File: config.mk
export PLATFORM = sky130hd
export DESIGN_NAME = esc_link_top
export DESIGN_NICKNAME = d
export VERILOG_FILES = /design/src/hw/esc_pkg.sv /design/src/hw/diff_decode.sv /design/src/hw/esc_link_top.sv /design/src/hw/esc_receiver.sv /design/src/hw/esc_sender.sv
export SDC_FILE = /design/constraint.sdc
export NUM_CORES = 1
export LEC_CHECK = 0
export BUFFER_PORTS_ARGS = -buffer_cell sky130_fd_sc_hd__buf_2
export CAP_MARGIN = 40
export CORE_ASPECT_RATIO = 0.75
export CORE_MARGIN = 3
export CORE_UTILIZATION = 34
export DETAILED_ROUTE_END_ITERATION = 16
export PLACE_DENSITY_LB_ADDON = 0.15
export SKIP_CTS_REPAIR_TIMING = 1
export SLEW_MARGIN = 20
export SYNTH_ARGS = -nofsm -noshare
export SYNTH_HDL_FRONTEND = slang
export SYNTH_SLANG_ARGS = --single-unit
File: constraint.sdc
create_clock -name clk_i -period 1.64 [get_ports clk_i]
set_input_delay 0 -clock clk_i [delete_from_list [all_inputs] [get_ports clk_i]]
set_output_delay 0 -clock clk_i [all_outputs]
set_load 0.01 [all_outputs]
File: src/hw/esc_pkg.sv
package esc_pkg;

	// ##################################################################
	// a differential wire pair is valid only while p and n differ
	typedef struct packed {
		logic p;
		logic n;
	} esc_pair_t;

	// ##################################################################
	// the check states of the sender FSM name the response level expected next
	typedef enum logic [2:0] {
		tx_idle          = 3'd0,
		tx_check_esc_lo  = 3'd1,
		tx_check_esc_hi  = 3'd2,
		tx_check_ping_0  = 3'd3,
		tx_check_ping_1  = 3'd4,
		tx_check_ping_2  = 3'd5,
		tx_check_ping_3  = 3'd6
	} esc_sender_state_e;

	// each state of the receiver FSM fixes the level driven on the response pair
	typedef enum logic [2:0] {
		rx_idle        = 3'd0,
		rx_ping_resp_0 = 3'd1,
		rx_ping_resp_1 = 3'd2,
		rx_ping_resp_2 = 3'd3,
		rx_ping_resp_3 = 3'd4,
		rx_esc_lo      = 3'd5,
		rx_esc_hi      = 3'd6
	} esc_receiver_state_e;

endpackage

File: src/hw/diff_decode.sv
`timescale 1ns/1ns

module diff_decode (
	input  logic               clk_i,
	input  logic               rst_ni,
	input  esc_pkg::esc_pair_t pair_i,
	output logic               level_o,
	output logic               sigint_o
);

	logic level_q;

	// ##################################################################
	// decode

	// both wires at the same level means the pair has been tampered with
	// or a wire is stuck
	assign sigint_o = (pair_i.p == pair_i.n);

	// while the pair is broken the last good level is held, so that a
	// glitch on one wire does not reach the logic behind the decoder
	always_comb begin
		if (sigint_o) begin
			level_o = level_q;
		end else begin
			level_o = pair_i.p;
		end
	end

	always_ff @(posedge clk_i or negedge rst_ni) begin
		if (!rst_ni) begin
			level_q <= 1'b0;
		end else begin
			level_q <= level_o;
		end
	end

	// ##################################################################
	// assertions

	// a broken pair must never move the decoded level
	a_level_held_on_sigint: assert property (
		@(posedge clk_i) disable iff (!rst_ni)
		sigint_o |-> (level_o == $past(level_o))
	);

endmodule

File: src/hw/esc_link_top.sv
`timescale 1ns/1ns

module esc_link_top (
	input  logic               clk_i,
	input  logic               rst_ni,
	input  logic               ping_en_i,
	input  logic               esc_en_i,
	input  esc_pkg::esc_pair_t esc_rx_i,
	output logic               ping_ok_o,
	output logic               integ_fail_o,
	output logic               esc_o,
	output esc_pkg::esc_pair_t esc_rx_o
);
	import esc_pkg::*;

	esc_pair_t esc_tx;

	esc_sender esc_sender_i (
		.clk_i        (clk_i),
		.rst_ni       (rst_ni),
		.ping_en_i    (ping_en_i),
		.esc_en_i     (esc_en_i),
		.esc_rx_i     (esc_rx_i),
		.esc_tx_o     (esc_tx),
		.ping_ok_o    (ping_ok_o),
		.integ_fail_o (integ_fail_o)
	);

	// the response pair leaves through esc_rx_o and returns on esc_rx_i,
	// as it would between two blocks of a chip
	esc_receiver esc_receiver_i (
		.clk_i    (clk_i),
		.rst_ni   (rst_ni),
		.esc_tx_i (esc_tx),
		.esc_rx_o (esc_rx_o),
		.esc_o    (esc_o)
	);

endmodule

File: src/hw/esc_receiver.sv
`timescale 1ns/1ns

module esc_receiver (
	input  logic               clk_i,
	input  logic               rst_ni,
	input  esc_pkg::esc_pair_t esc_tx_i,
	output esc_pkg::esc_pair_t esc_rx_o,
	output logic               esc_o
);
	import esc_pkg::*;

	logic                esc_level;
	logic                sigint;
	logic                resp;
	esc_receiver_state_e state_d;
	esc_receiver_state_e state_q;

	diff_decode diff_decode_i (
		.clk_i    (clk_i),
		.rst_ni   (rst_ni),
		.pair_i   (esc_tx_i),
		.level_o  (esc_level),
		.sigint_o (sigint)
	);

	// ##################################################################
	// response FSM

	// the answer alternates high, low, high, low; a level that is still
	// high in a ping state turns into an escalation of the opposite phase
	always_comb begin
		state_d = state_q;
		resp    = 1'b0;
		esc_o   = 1'b0;
		case (state_q)
			rx_idle: begin
				if (esc_level) begin
					state_d = rx_ping_resp_0;
				end
			end
			rx_ping_resp_0: begin
				resp    = 1'b1;
				state_d = rx_ping_resp_1;
				// still high after the first cycle, so this is no ping
				if (esc_level) begin
					state_d = rx_esc_lo;
					esc_o   = 1'b1;
				end
			end
			rx_ping_resp_1: begin
				state_d = esc_level ? rx_esc_hi : rx_ping_resp_2;
			end
			rx_ping_resp_2: begin
				resp    = 1'b1;
				state_d = esc_level ? rx_esc_lo : rx_ping_resp_3;
			end
			rx_ping_resp_3: begin
				state_d = esc_level ? rx_esc_hi : rx_idle;
			end
			rx_esc_lo: begin
				esc_o   = 1'b1;
				state_d = esc_level ? rx_esc_hi : rx_idle;
			end
			rx_esc_hi: begin
				resp    = 1'b1;
				esc_o   = 1'b1;
				state_d = esc_level ? rx_esc_lo : rx_idle;
			end
			default: state_d = rx_idle;
		endcase
		if (sigint) begin
			state_d = rx_idle;
		end
	end

	// a broken forward pair is mirrored as a broken response, which the
	// sender flags on its own side
	always_comb begin
		esc_rx_o.p = resp;
		esc_rx_o.n = sigint ? resp : ~resp;
	end

	always_ff @(posedge clk_i or negedge rst_ni) begin
		if (!rst_ni) begin
			state_q <= rx_idle;
		end else begin
			state_q <= state_d;
		end
	end

	// ##################################################################
	// assertions

	a_rx_valid_on_valid_tx: assert property (
		@(posedge clk_i) disable iff (!rst_ni)
		(esc_tx_i.p != esc_tx_i.n) |-> (esc_rx_o.p != esc_rx_o.n)
	);

endmodule

File: src/hw/esc_sender.sv
`timescale 1ns/1ns

module esc_sender (
	input  logic               clk_i,
	input  logic               rst_ni,
	input  logic               ping_en_i,
	input  logic               esc_en_i,
	input  esc_pkg::esc_pair_t esc_rx_i,
	output esc_pkg::esc_pair_t esc_tx_o,
	output logic               ping_ok_o,
	output logic               integ_fail_o
);
	import esc_pkg::*;

	logic              resp;
	logic              sigint;
	logic              esc_level;
	logic              ping_en_q;
	logic              esc_en_q;
	logic              esc_en_q1;
	esc_sender_state_e state_d;
	esc_sender_state_e state_q;

	diff_decode diff_decode_i (
		.clk_i    (clk_i),
		.rst_ni   (rst_ni),
		.pair_i   (esc_rx_i),
		.level_o  (resp),
		.sigint_o (sigint)
	);

	// ##################################################################
	// forward pair

	// escalation is held one cycle past the request so the receiver sees
	// a level of at least two cycles, a ping is a single-cycle pulse
	assign esc_level  = esc_en_i | esc_en_q | (ping_en_i & ~ping_en_q);
	assign esc_tx_o.p = esc_level;
	assign esc_tx_o.n = ~esc_level;

	// ##################################################################
	// response check

	always_comb begin
		state_d      = state_q;
		ping_ok_o    = 1'b0;
		integ_fail_o = sigint;
		case (state_q)
			tx_idle: begin
				if (esc_en_i) begin
					state_d = tx_check_esc_hi;
				end else if (ping_en_i && !ping_en_q) begin
					state_d = tx_check_ping_0;
				end
				// the receiver has nothing to answer here
				if (resp) begin
					integ_fail_o = 1'b1;
				end
			end
			tx_check_esc_lo: begin
				state_d = tx_check_esc_hi;
				if (!esc_level || resp) begin
					state_d      = tx_idle;
					integ_fail_o = sigint | resp;
				end
			end
			tx_check_esc_hi: begin
				state_d = tx_check_esc_lo;
				if (!esc_level || !resp) begin
					state_d      = tx_idle;
					integ_fail_o = sigint | ~resp;
				end
			end
			// an escalation takes over the check in the phase the receiver is in
			tx_check_ping_0: begin
				state_d = tx_check_ping_1;
				if (esc_en_i) begin
					state_d = tx_check_esc_lo;
				end else if (!resp) begin
					state_d      = tx_idle;
					integ_fail_o = 1'b1;
				end
			end
			tx_check_ping_1: begin
				state_d = tx_check_ping_2;
				if (esc_en_i) begin
					state_d = tx_check_esc_hi;
				end else if (resp) begin
					state_d      = tx_idle;
					integ_fail_o = 1'b1;
				end
			end
			tx_check_ping_2: begin
				state_d = tx_check_ping_3;
				if (esc_en_i) begin
					state_d = tx_check_esc_lo;
				end else if (!resp) begin
					state_d      = tx_idle;
					integ_fail_o = 1'b1;
				end
			end
			tx_check_ping_3: begin
				state_d = tx_idle;
				if (esc_en_i) begin
					state_d = tx_check_esc_hi;
				end else if (resp) begin
					integ_fail_o = 1'b1;
				end else begin
					ping_ok_o = ping_en_i;
				end
			end
			default: state_d = tx_idle;
		endcase

		// an active or recent escalation already proves the path is alive
		if ((esc_en_i || esc_en_q || esc_en_q1) && ping_en_i) begin
			ping_ok_o = 1'b1;
		end
		if (sigint) begin
			state_d = tx_idle;
		end
		if (integ_fail_o) begin
			ping_ok_o = 1'b0;
		end
	end

	always_ff @(posedge clk_i or negedge rst_ni) begin
		if (!rst_ni) begin
			state_q   <= tx_idle;
			ping_en_q <= 1'b0;
			esc_en_q  <= 1'b0;
			esc_en_q1 <= 1'b0;
		end else begin
			state_q   <= state_d;
			ping_en_q <= ping_en_i;
			esc_en_q  <= esc_en_i;
			esc_en_q1 <= esc_en_q;
		end
	end

	// ##################################################################
	// assertions

	a_tx_complementary: assert property (
		@(posedge clk_i) disable iff (!rst_ni)
		esc_tx_o.p != esc_tx_o.n
	);

	a_ok_excludes_fail: assert property (
		@(posedge clk_i) disable iff (!rst_ni)
		!(ping_ok_o && integ_fail_o)
	);

endmodule

== Word level (Yosys, flattened, before mapping) ==
Index checks and enable logic that the tools add are counted.
Cells by class
  muxes and demuxes: 39
  eq/ne operators: 16
  bitwise logic cells: 9
  reductions and logical operators: 16
Operator list (count)
  2-to-1 mux 3 bit: 15
  case mux 3 bit (7 select lines): 1
  == test 3 bit (second input constant): 6
  2-to-1 mux 1 bit: 18
  case mux 3 bit (6 select lines): 1
  == test 3 x 2 -> 1 bit (second input constant): 4
  OR reduction 2 bit: 4
  == test 3 x 1 -> 1 bit (second input constant): 2
  zero test 3 bit: 2
  case mux 1 bit (5 select lines): 1
  logical OR 1 bit: 4
  2-to-1 mux 2 bit: 2
  inequality test 4 x 2 -> 1 bit (second input constant): 1
  NOT 1 bit: 4
  OR 1 bit: 4
  zero test 1 bit: 3
  inequality test 3 x 2 -> 1 bit (second input constant): 1
  OR reduction 3 bit: 1
  == test 1 bit: 2
  logical AND 1 bit: 2
  case mux 1 bit (2 select lines): 1
  bitwise AND 1 bit: 1
Word-level totals
  input port bits: 6
  bits in registers: 11
  output and inout bits: 5
  word-level logic and storage cells: 87

== Longest topological paths before layout ==
Gate-level depths: netlist of run 1.
  depth in word-level cells: 9
  depth in mapped cells: 6
  depth with buffers taken out: 6

== Hierarchy ==
A second synthesis of run 1 with hierarchy kept.
Unflattened totals
  cell total of the unflattened synthesis: 81
  area, all modules: 775.7 µm²
Modules (own cells, without submodules)
  esc_sender: cells an instance 47, sequential area each 150.1 µm², area an instance 449.2 µm², times used 1
  esc_receiver: cells an instance 24, sequential area each 75.1 µm², area an instance 234.0 µm², times used 1
  diff_decode: cells an instance 5, sequential area each 25.0 µm², area an instance 46.3 µm², times used 2

== Worst setup path before layout of run 1 ==
No wires, ideal clock.
  path kind: input to register
  from: input esc_rx_i[0] (netlist bit)
  to: register esc_sender_i.state_q[1]
  setup time: 77 ps
  data required time: 1563 ps
  path slack: 343 ps
  arrival time: 1220 ps
  stages: 6
  path buffers: 0
  cells stage by stage: inv_1 -> ha_1 -> mux2_4 -> a21o_1 -> a211o_1 -> a21oi_1
On the way
  cells in the longest elaborated chain, start to end: 6
  elaborated cells between the ends (all ways): 9
RTL lines
  from (decl): line esc_link_top.sv:8  | input esc_pkg::esc_pair_t esc_rx_i,
  == test 1 bit (*): line diff_decode.sv:18  | assign sigint_o = (pair_i.p == pair_i.n);
  2-to-1 mux 1 bit (*): line diff_decode.sv:23  | if (sigint_o) begin
  net esc_sender_i.diff_decode_i.level_o: line diff_decode.sv:7  | output logic level_o,
  2-to-1 mux 3 bit or logical OR 1 bit (tied branches): line esc_sender.sv:97, esc_sender.sv:62
  2-to-1 mux 3 bit or 2-to-1 mux 2 bit (tied branches): line esc_sender.sv:95, esc_sender.sv:62
  case mux 3 bit (7 select lines) (*): line esc_sender.sv:48  | case (state_q)
  2-to-1 mux 3 bit (*): line esc_sender.sv:119  | if (sigint) begin
  to (signal assigned): line esc_sender.sv:129  | state_q <= tx_idle;
  to (signal assigned): line esc_sender.sv:134  | state_q <= state_d;
  to (decl): line esc_sender.sv:22  | esc_sender_state_e state_q;
Mark *: on every way through the listed nets, which the timed path passes. The rest lies on a longest branch.
A chain may end at the register's enable or synchronous reset.

== Final worst setup path of run 1 ==
  from: register esc_sender_i.state_q[0]
  to: output ping_ok_o
On the way
  cells in the longest elaborated chain, start to end: 4
  elaborated cells between the ends (all ways): 13
RTL lines
  == test 3 bit or == test 3 x 2 -> 1 bit (tied branches): line esc_sender.sv:48
  OR reduction 2 bit (no line) or 2-to-1 mux 1 bit (tied branches)
  case mux 1 bit (5 select lines) or 2-to-1 mux 1 bit (tied branches): line esc_sender.sv:48, esc_sender.sv:116
  2-to-1 mux 1 bit (*): line esc_sender.sv:122  | if (integ_fail_o) begin
  to (decl): line esc_link_top.sv:9  | output logic ping_ok_o,
Every way passes the cells marked *; elsewhere a longest branch is shown, timed or not.

==> results of run 1 <==
## routing by layer
layer | vias to the layer above | part of all wire | global-route usage | wire (µm)
met5 | - | 0 | 0 | 0
met4 | 0 | 0 | 0.0278 | 0
met3 | 0 | 0.058 | 0.0657 | 95
met2 | 15 | 0.43 | 0.194 | 707
met1 | 297 | 0.51 | 0.184 | 832
li1 | 320 | - | - | -
## how the worst max path moves through the flow
stage / to / depth (start not counted)
after detailed placement: esc_sender_i.state_q[0] / 7
after CTS: ping_ok_o / 6
after floorplan: esc_sender_i.state_q[1] / 6
after global routing: ping_ok_o / 5
final: ping_ok_o / 5
after global placement: esc_sender_i.state_q[0] / 7
## registers in the layout, summed over array words and instances (netlist names)
name	cells
esc_sender_i.ping_en_q	1
esc_receiver_i.state_q	3
esc_sender_i.esc_en_q1	1
esc_sender_i.diff_decode_i.level_q	1
esc_sender_i.state_q	3
esc_sender_i.esc_en_q	1
## stage by stage
stage	power, mW	cell area, µm²
3_3_place_gp	0.803	757
6_report	1.11	900
5_1_grt	1.21	900
2_1_floorplan	0.711	698
4_1_cts	1.04	793
3_5_place_dp	0.809	757
## logic make-up (layout without fill, tap and decap cells)
family	count (synthesis)	in the layout	synth area share
buffers and inverters	10	31	0.0806
and+or+nand+nor	28	28	0.211
xor gates and xnor gates	3	3	0.0376
DFF	10	10	0.358
adders and majority gates	3	3	0.0520
muxes	3	3	0.0502
AOI/OAI and AO/OA	21	21	0.210
## critical path: cells and delay by family, from the launching register on
kind            cells  cell delay [ns]
flops               1             0.41
simple gates        2             0.37
fa+ha+maj           1             0.30
compound gates      1             0.16
buf+inv             1             0.13
## synthesized netlist by cell type (2+ instances only)
library cell | n | share of area
a21o_1 | 2 | 0.021
a21oi_1 | 8 | 0.057
buf_4 | 3 | 0.032
clkbuf_1 | 2 | 0.011
dfrtp_1 | 10 | 0.36
ha_1 | 2 | 0.036
inv_1 | 4 | 0.021
mux2i_1 | 2 | 0.029
nand2_1 | 4 | 0.021
nand3b_1 | 2 | 0.021
nor2_1 | 8 | 0.043
nor2b_1 | 4 | 0.036
o21ai_1 | 2 | 0.014
xor2_1 | 2 | 0.025
## final cells by class
type	count	area [µm²]	share of cell area
Clock buffer	4	36.3	0.0403
Inverter	4	15.0	0.0167
Multi-Input combinational cell	58	404	0.449
Sequential cell	10	250	0.278
Tap cell	22	27.5	0.0306
Timing Repair Buffer	23	166	0.185
## power by group through the flow
stage / clock network [mW] / logic (mW) / registers [mW]
floorplan: 0 / 0.369 / 0.342
global placement: 0 / 0.428 / 0.376
detailed placement: 0 / 0.434 / 0.376
CTS: 0.236 / 0.434 / 0.372
global route: 0.248 / 0.569 / 0.391
finish: 0.223 / 0.507 / 0.378
==> flow_summary.ini, run 1 <==
[outcome]
outcome = complete, no violations

[yosys]
ys_ff_latch = 10
synth_edf_count = 0
postSynth.asyncResetShare = 1.00
syn_nets = 86
syn_inst = 78
ys_seq_area_frac = 0.358
avgSynthCellArea_um2 = 8.95
synth.cell_area_um2 = 698
synth_cell_types = 37
synth_flop_cell = dfrtp_1
yosysWarningCount = 0

[floorplan]
fp.dieArea_um2 = 2640
die_h_um = 45.2
start_util = 0.380
ios = 11
rows = 13
die-width_um = 58.3
coreArea_um2 = 1840

[hold_path]
worstHoldStart = esc_rx_i[1]
min_to = esc_sender_i.diff_decode_i.level_q
worstHoldPathCells = 2
min-delay-path-class = input pin to flip-flop

[route]
dr.pass1.iters = 4
route.detailed.drc = 0
post_drt_wl_per_cell_um = 13.5
postRouteWirelength_um = 1640
first_iter_violations = 9
vias = 632
via_per_inst = 5.22
postRouteAntennaNets = 0

[worst_setup_path]
critPathMaxFanout = 3
crit_required_ns = 1.64
r2r_setup_slack_ns = 0.20
r2r_cells = 4
worst_path_max_delay_cell = dfrtp_1
cp-startpoint = esc_sender_i.state_q[0]
r2r_start = esc_sender_i.state_q[0]
crit_chain = and2_4 > maj3_2 > a2bb2oi_2 > and4_1 > buf_2
reg2reg_to = esc_sender_i.state_q[2]
cp-start-kind = flip-flop
cp.arrival_ns = 1.64
slowest_delay_ns = 0.41
end_kind = output port
critPathKind = flip-flop to output port

[placement]
post-place-ws_ns = 0.132
portBuffers = 10
placedCellCount = 107
hpwl_um = 1060
globalplace.congestion = 0.777

[global_routing]
grt_pass1_vias = 551
track_usage = 0.135
grt_pass1_wl_um = 2660
grt_overflow_total = 0
grt_antenna_before_repair = 0
grt_max_degree = 13

[clocking]
clk_path_buf_depth = 2
cts.sinks = 10
tritoncts = done
cts_root_buffer = clkbuf_4
insertion_delay_ns = 0.27
cts_max_level = 1
path_clk_slew_ns = 0.07
cts_buffers = 3

[power_and_ir_drop]
switching_share = 0.368
power_frac_seq = 0.341
vdd_ir_drop_max_v = 0.000535
powerDensity_nw_per_um2 = 1230
intPower_uw = 700
p_sw_uw = 408
leakage_nw = 0.435
clkPwrFrac = 0.201
comb_power_share = 0.458

[layout]
num_antenna_cells = 0
fin_cells = 121
post-route-util = 0.489
fin_nets = 108
final_cell_mix = 10 x buf_2, 10 x dfrtp_1, 8 x nor2_1, 8 x a21oi_1, 7 x buf_4
area_delta_synth_final_pct = 28.9
drive_gt1_frac = 0.333
nFillCells = 188

[sta]
fin_crit_sh = 0.997
final.setup.worst_slack_ns = 0.00488
whs_ns = 0.100
finClkSkew_ns = 0.00377
fin_crit_ns = 1.64
drv_slew = 0
setup_viol = 0
tightest_slew_ns = 0.310
max_freq_mhz = 612
slew_headroom = 0.793
finalSetupTns_ns = 0
rsz0062_at_grt = true
final_hold_viol_count = 0

[job]
drv_cap = 0
Note: power is estimated with default switching activity, not from simulation.
==> inputs of run 2 (changes only) <==
--- a/config.mk
+++ b/config.mk
@@ -12,6 +12,7 @@
 export CORE_UTILIZATION = 34
 export DETAILED_ROUTE_END_ITERATION = 16
 export PLACE_DENSITY_LB_ADDON = 0.15
+export SETUP_SLACK_MARGIN = 0.5
 export SKIP_CTS_REPAIR_TIMING = 1
 export SLEW_MARGIN = 20
 export SYNTH_ARGS = -nofsm -noshare
==> run 2 against run 1 <==
  * Sequential share of layout area shrank 3.6 points
  * Final area increased by 18%
  * Clock-buffer cell count shrank 1
  * Fmax rose by 1.4%
  * Setup slack gained 0.023 ns
  * Clock skew hardly changed
  * Critical endpoint unchanged
  * Largest cell class unchanged
==> flow_summary.ini, run 2 (same netlist as run 1, synthesis figures left out) <==
[power_and_ir_drop]
clkPwrFrac = 0.138
vdd_ir_drop_max_v = 0.000600
intPower_uw = 758
power_frac_seq = 0.327
leakage_nw = 0.491
comb_power_share = 0.535
p_sw_uw = 466
switching_share = 0.381
powerDensity_nw_per_um2 = 1150

[clocking]
cts_root_buffer = clkbuf_4
insertion_delay_ns = 0.27
tritoncts = done
clk_path_buf_depth = 2
path_clk_slew_ns = 0.06
cts_buffers = 3
cts.sinks = 10
cts_max_level = 1

[hold_path]
worstHoldStart = esc_en_i
worstHoldPathCells = 2
min-delay-path-class = input pin to flip-flop
min_to = esc_sender_i.state_q[2]

[worst_setup_path]
cp-start-kind = flip-flop
crit_chain = and2_4 > maj3_2 > a2bb2oi_2 > and4_1 > buf_2
worst_path_max_delay_cell = dfrtp_2
reg2reg_to = esc_sender_i.state_q[1]
slowest_delay_ns = 0.44
critPathMaxFanout = 5
end_kind = output port
critPathKind = flip-flop to output port
r2r_setup_slack_ns = 0.27
r2r_cells = 5
cp.arrival_ns = 1.61
crit_required_ns = 1.64
r2r_start = esc_sender_i.diff_decode_i.level_q

[global_routing]
grt_pass1_wl_um = 2530
track_usage = 0.132
grt_overflow_total = 0
grt_max_degree = 12
grt_antenna_before_repair = 0
grt_pass1_vias = 498

[sta]
tightest_slew_ns = 0.290
finClkSkew_ns = 0.00331
drv_slew = 0
rsz0062_at_grt = true
fin_crit_sh = 0.983
final_hold_viol_count = 0
final.setup.worst_slack_ns = 0.0282
setup_viol = 0
slew_headroom = 0.806
max_freq_mhz = 620
fin_crit_ns = 1.61

[route]
postRouteAntennaNets = 0
postRouteWirelength_um = 1840
post_drt_wl_per_cell_um = 14.2
first_iter_violations = 15
vias = 675
dr.pass1.iters = 4
route.detailed.drc = 0
via_per_inst = 5.19

[layout]
final_cell_mix = 13 x buf_4, 10 x buf_2, 7 x nor2_1
reg_top3 = esc_receiver_i.state_q: 3 flops, esc_sender_i.state_q: 3 flops
final_common_cell = buf_4
num_antenna_cells = 0
post-route-util = 0.579
fin_nets = 118
area_delta_synth_final_pct = 52.3
drive_gt1_frac = 0.546

[job]
drv_cap = 0

[placement]
post-place-ws_ns = 0.238
portBuffers = 10
hpwl_um = 1090
globalplace.congestion = 0.752

[floorplan]
die-width_um = 58.3
rows = 13
fp.dieArea_um2 = 2640
start_util = 0.380
coreArea_um2 = 1840
ios = 11
die_h_um = 45.2

[outcome]
outcome = complete, no violations
[run 2: through the flow]
step | setup TNS, ns | instances | hold slack [ns] | total power [mW] | area [µm²]
floorplan | 0 | 78 | -0.296 | 0.730 | 742
global placement | 0 | 107 | -0.121 | 0.827 | 791
detailed placement | 0 | 107 | -0.123 | 0.830 | 791
CTS | -0.0183 | 110 | -0.414 | 1.00 | 813
global route | -0.0691 | 130 | 0.113 | 1.32 | 1060
finish | 0 | 130 | 0.110 | 1.22 | 1060
[run 2: critical path, delay by kind of cell, from the launching register on]
family,cells,cell delay (ns)
AOI/OAI and AO/OA,1,0.13
adders and majority gates,1,0.31
DFF,1,0.44
buffers and inverters,1,0.12
and+or+nand+nor,2,0.34
[run 2: worst max path at each step]
stage	from	endpoint	slack [ns]	depth (start not counted)
2_1_floorplan	esc_sender_i.diff_decode_i.level_q	esc_sender_i.state_q[1]	0.41	4
4_1_cts	esc_sender_i.state_q[1]	ping_ok_o	-0.02	5
5_1_grt	esc_sender_i.state_q[0]	ping_ok_o	-0.07	5
6_report	esc_sender_i.state_q[0]	ping_ok_o	0.03	5
3_5_place_dp	esc_rx_i[0]	ping_ok_o	0.24	7
3_3_place_gp	esc_rx_i[0]	ping_ok_o	0.26	7
[run 2: power by group through the flow]
stage	clock network (mW)	logic [mW]	registers (mW)
2_1_floorplan	0	0.387	0.343
3_3_place_gp	0	0.438	0.390
3_5_place_dp	0	0.442	0.388
4_1_cts	0.175	0.444	0.385
5_1_grt	0.191	0.721	0.408
6_report	0.169	0.654	0.400
[run 2: layer usage]
metal / GRT usage / vias to the layer above / wire, µm
li1: - / 333 / -
met1: 0.192 / 312 / 871
met2: 0.169 / 26 / 782
met3: 0.0514 / 4 / 156
met4: 0.0556 / 0 / 29
met5: 0 / - / 0
[run 2: area by class of cell]
| class | count | area [µm²] |
|---|---|---|
| fill | 152 | 774 |
| multi-input combinational | 58 | 490 |
| sequential | 10 | 258 |
| timing repair buffer | 33 | 250 |
| tap | 22 | 27.5 |
| clock buffer | 3 | 22.5 |
| inverter | 4 | 15.0 |
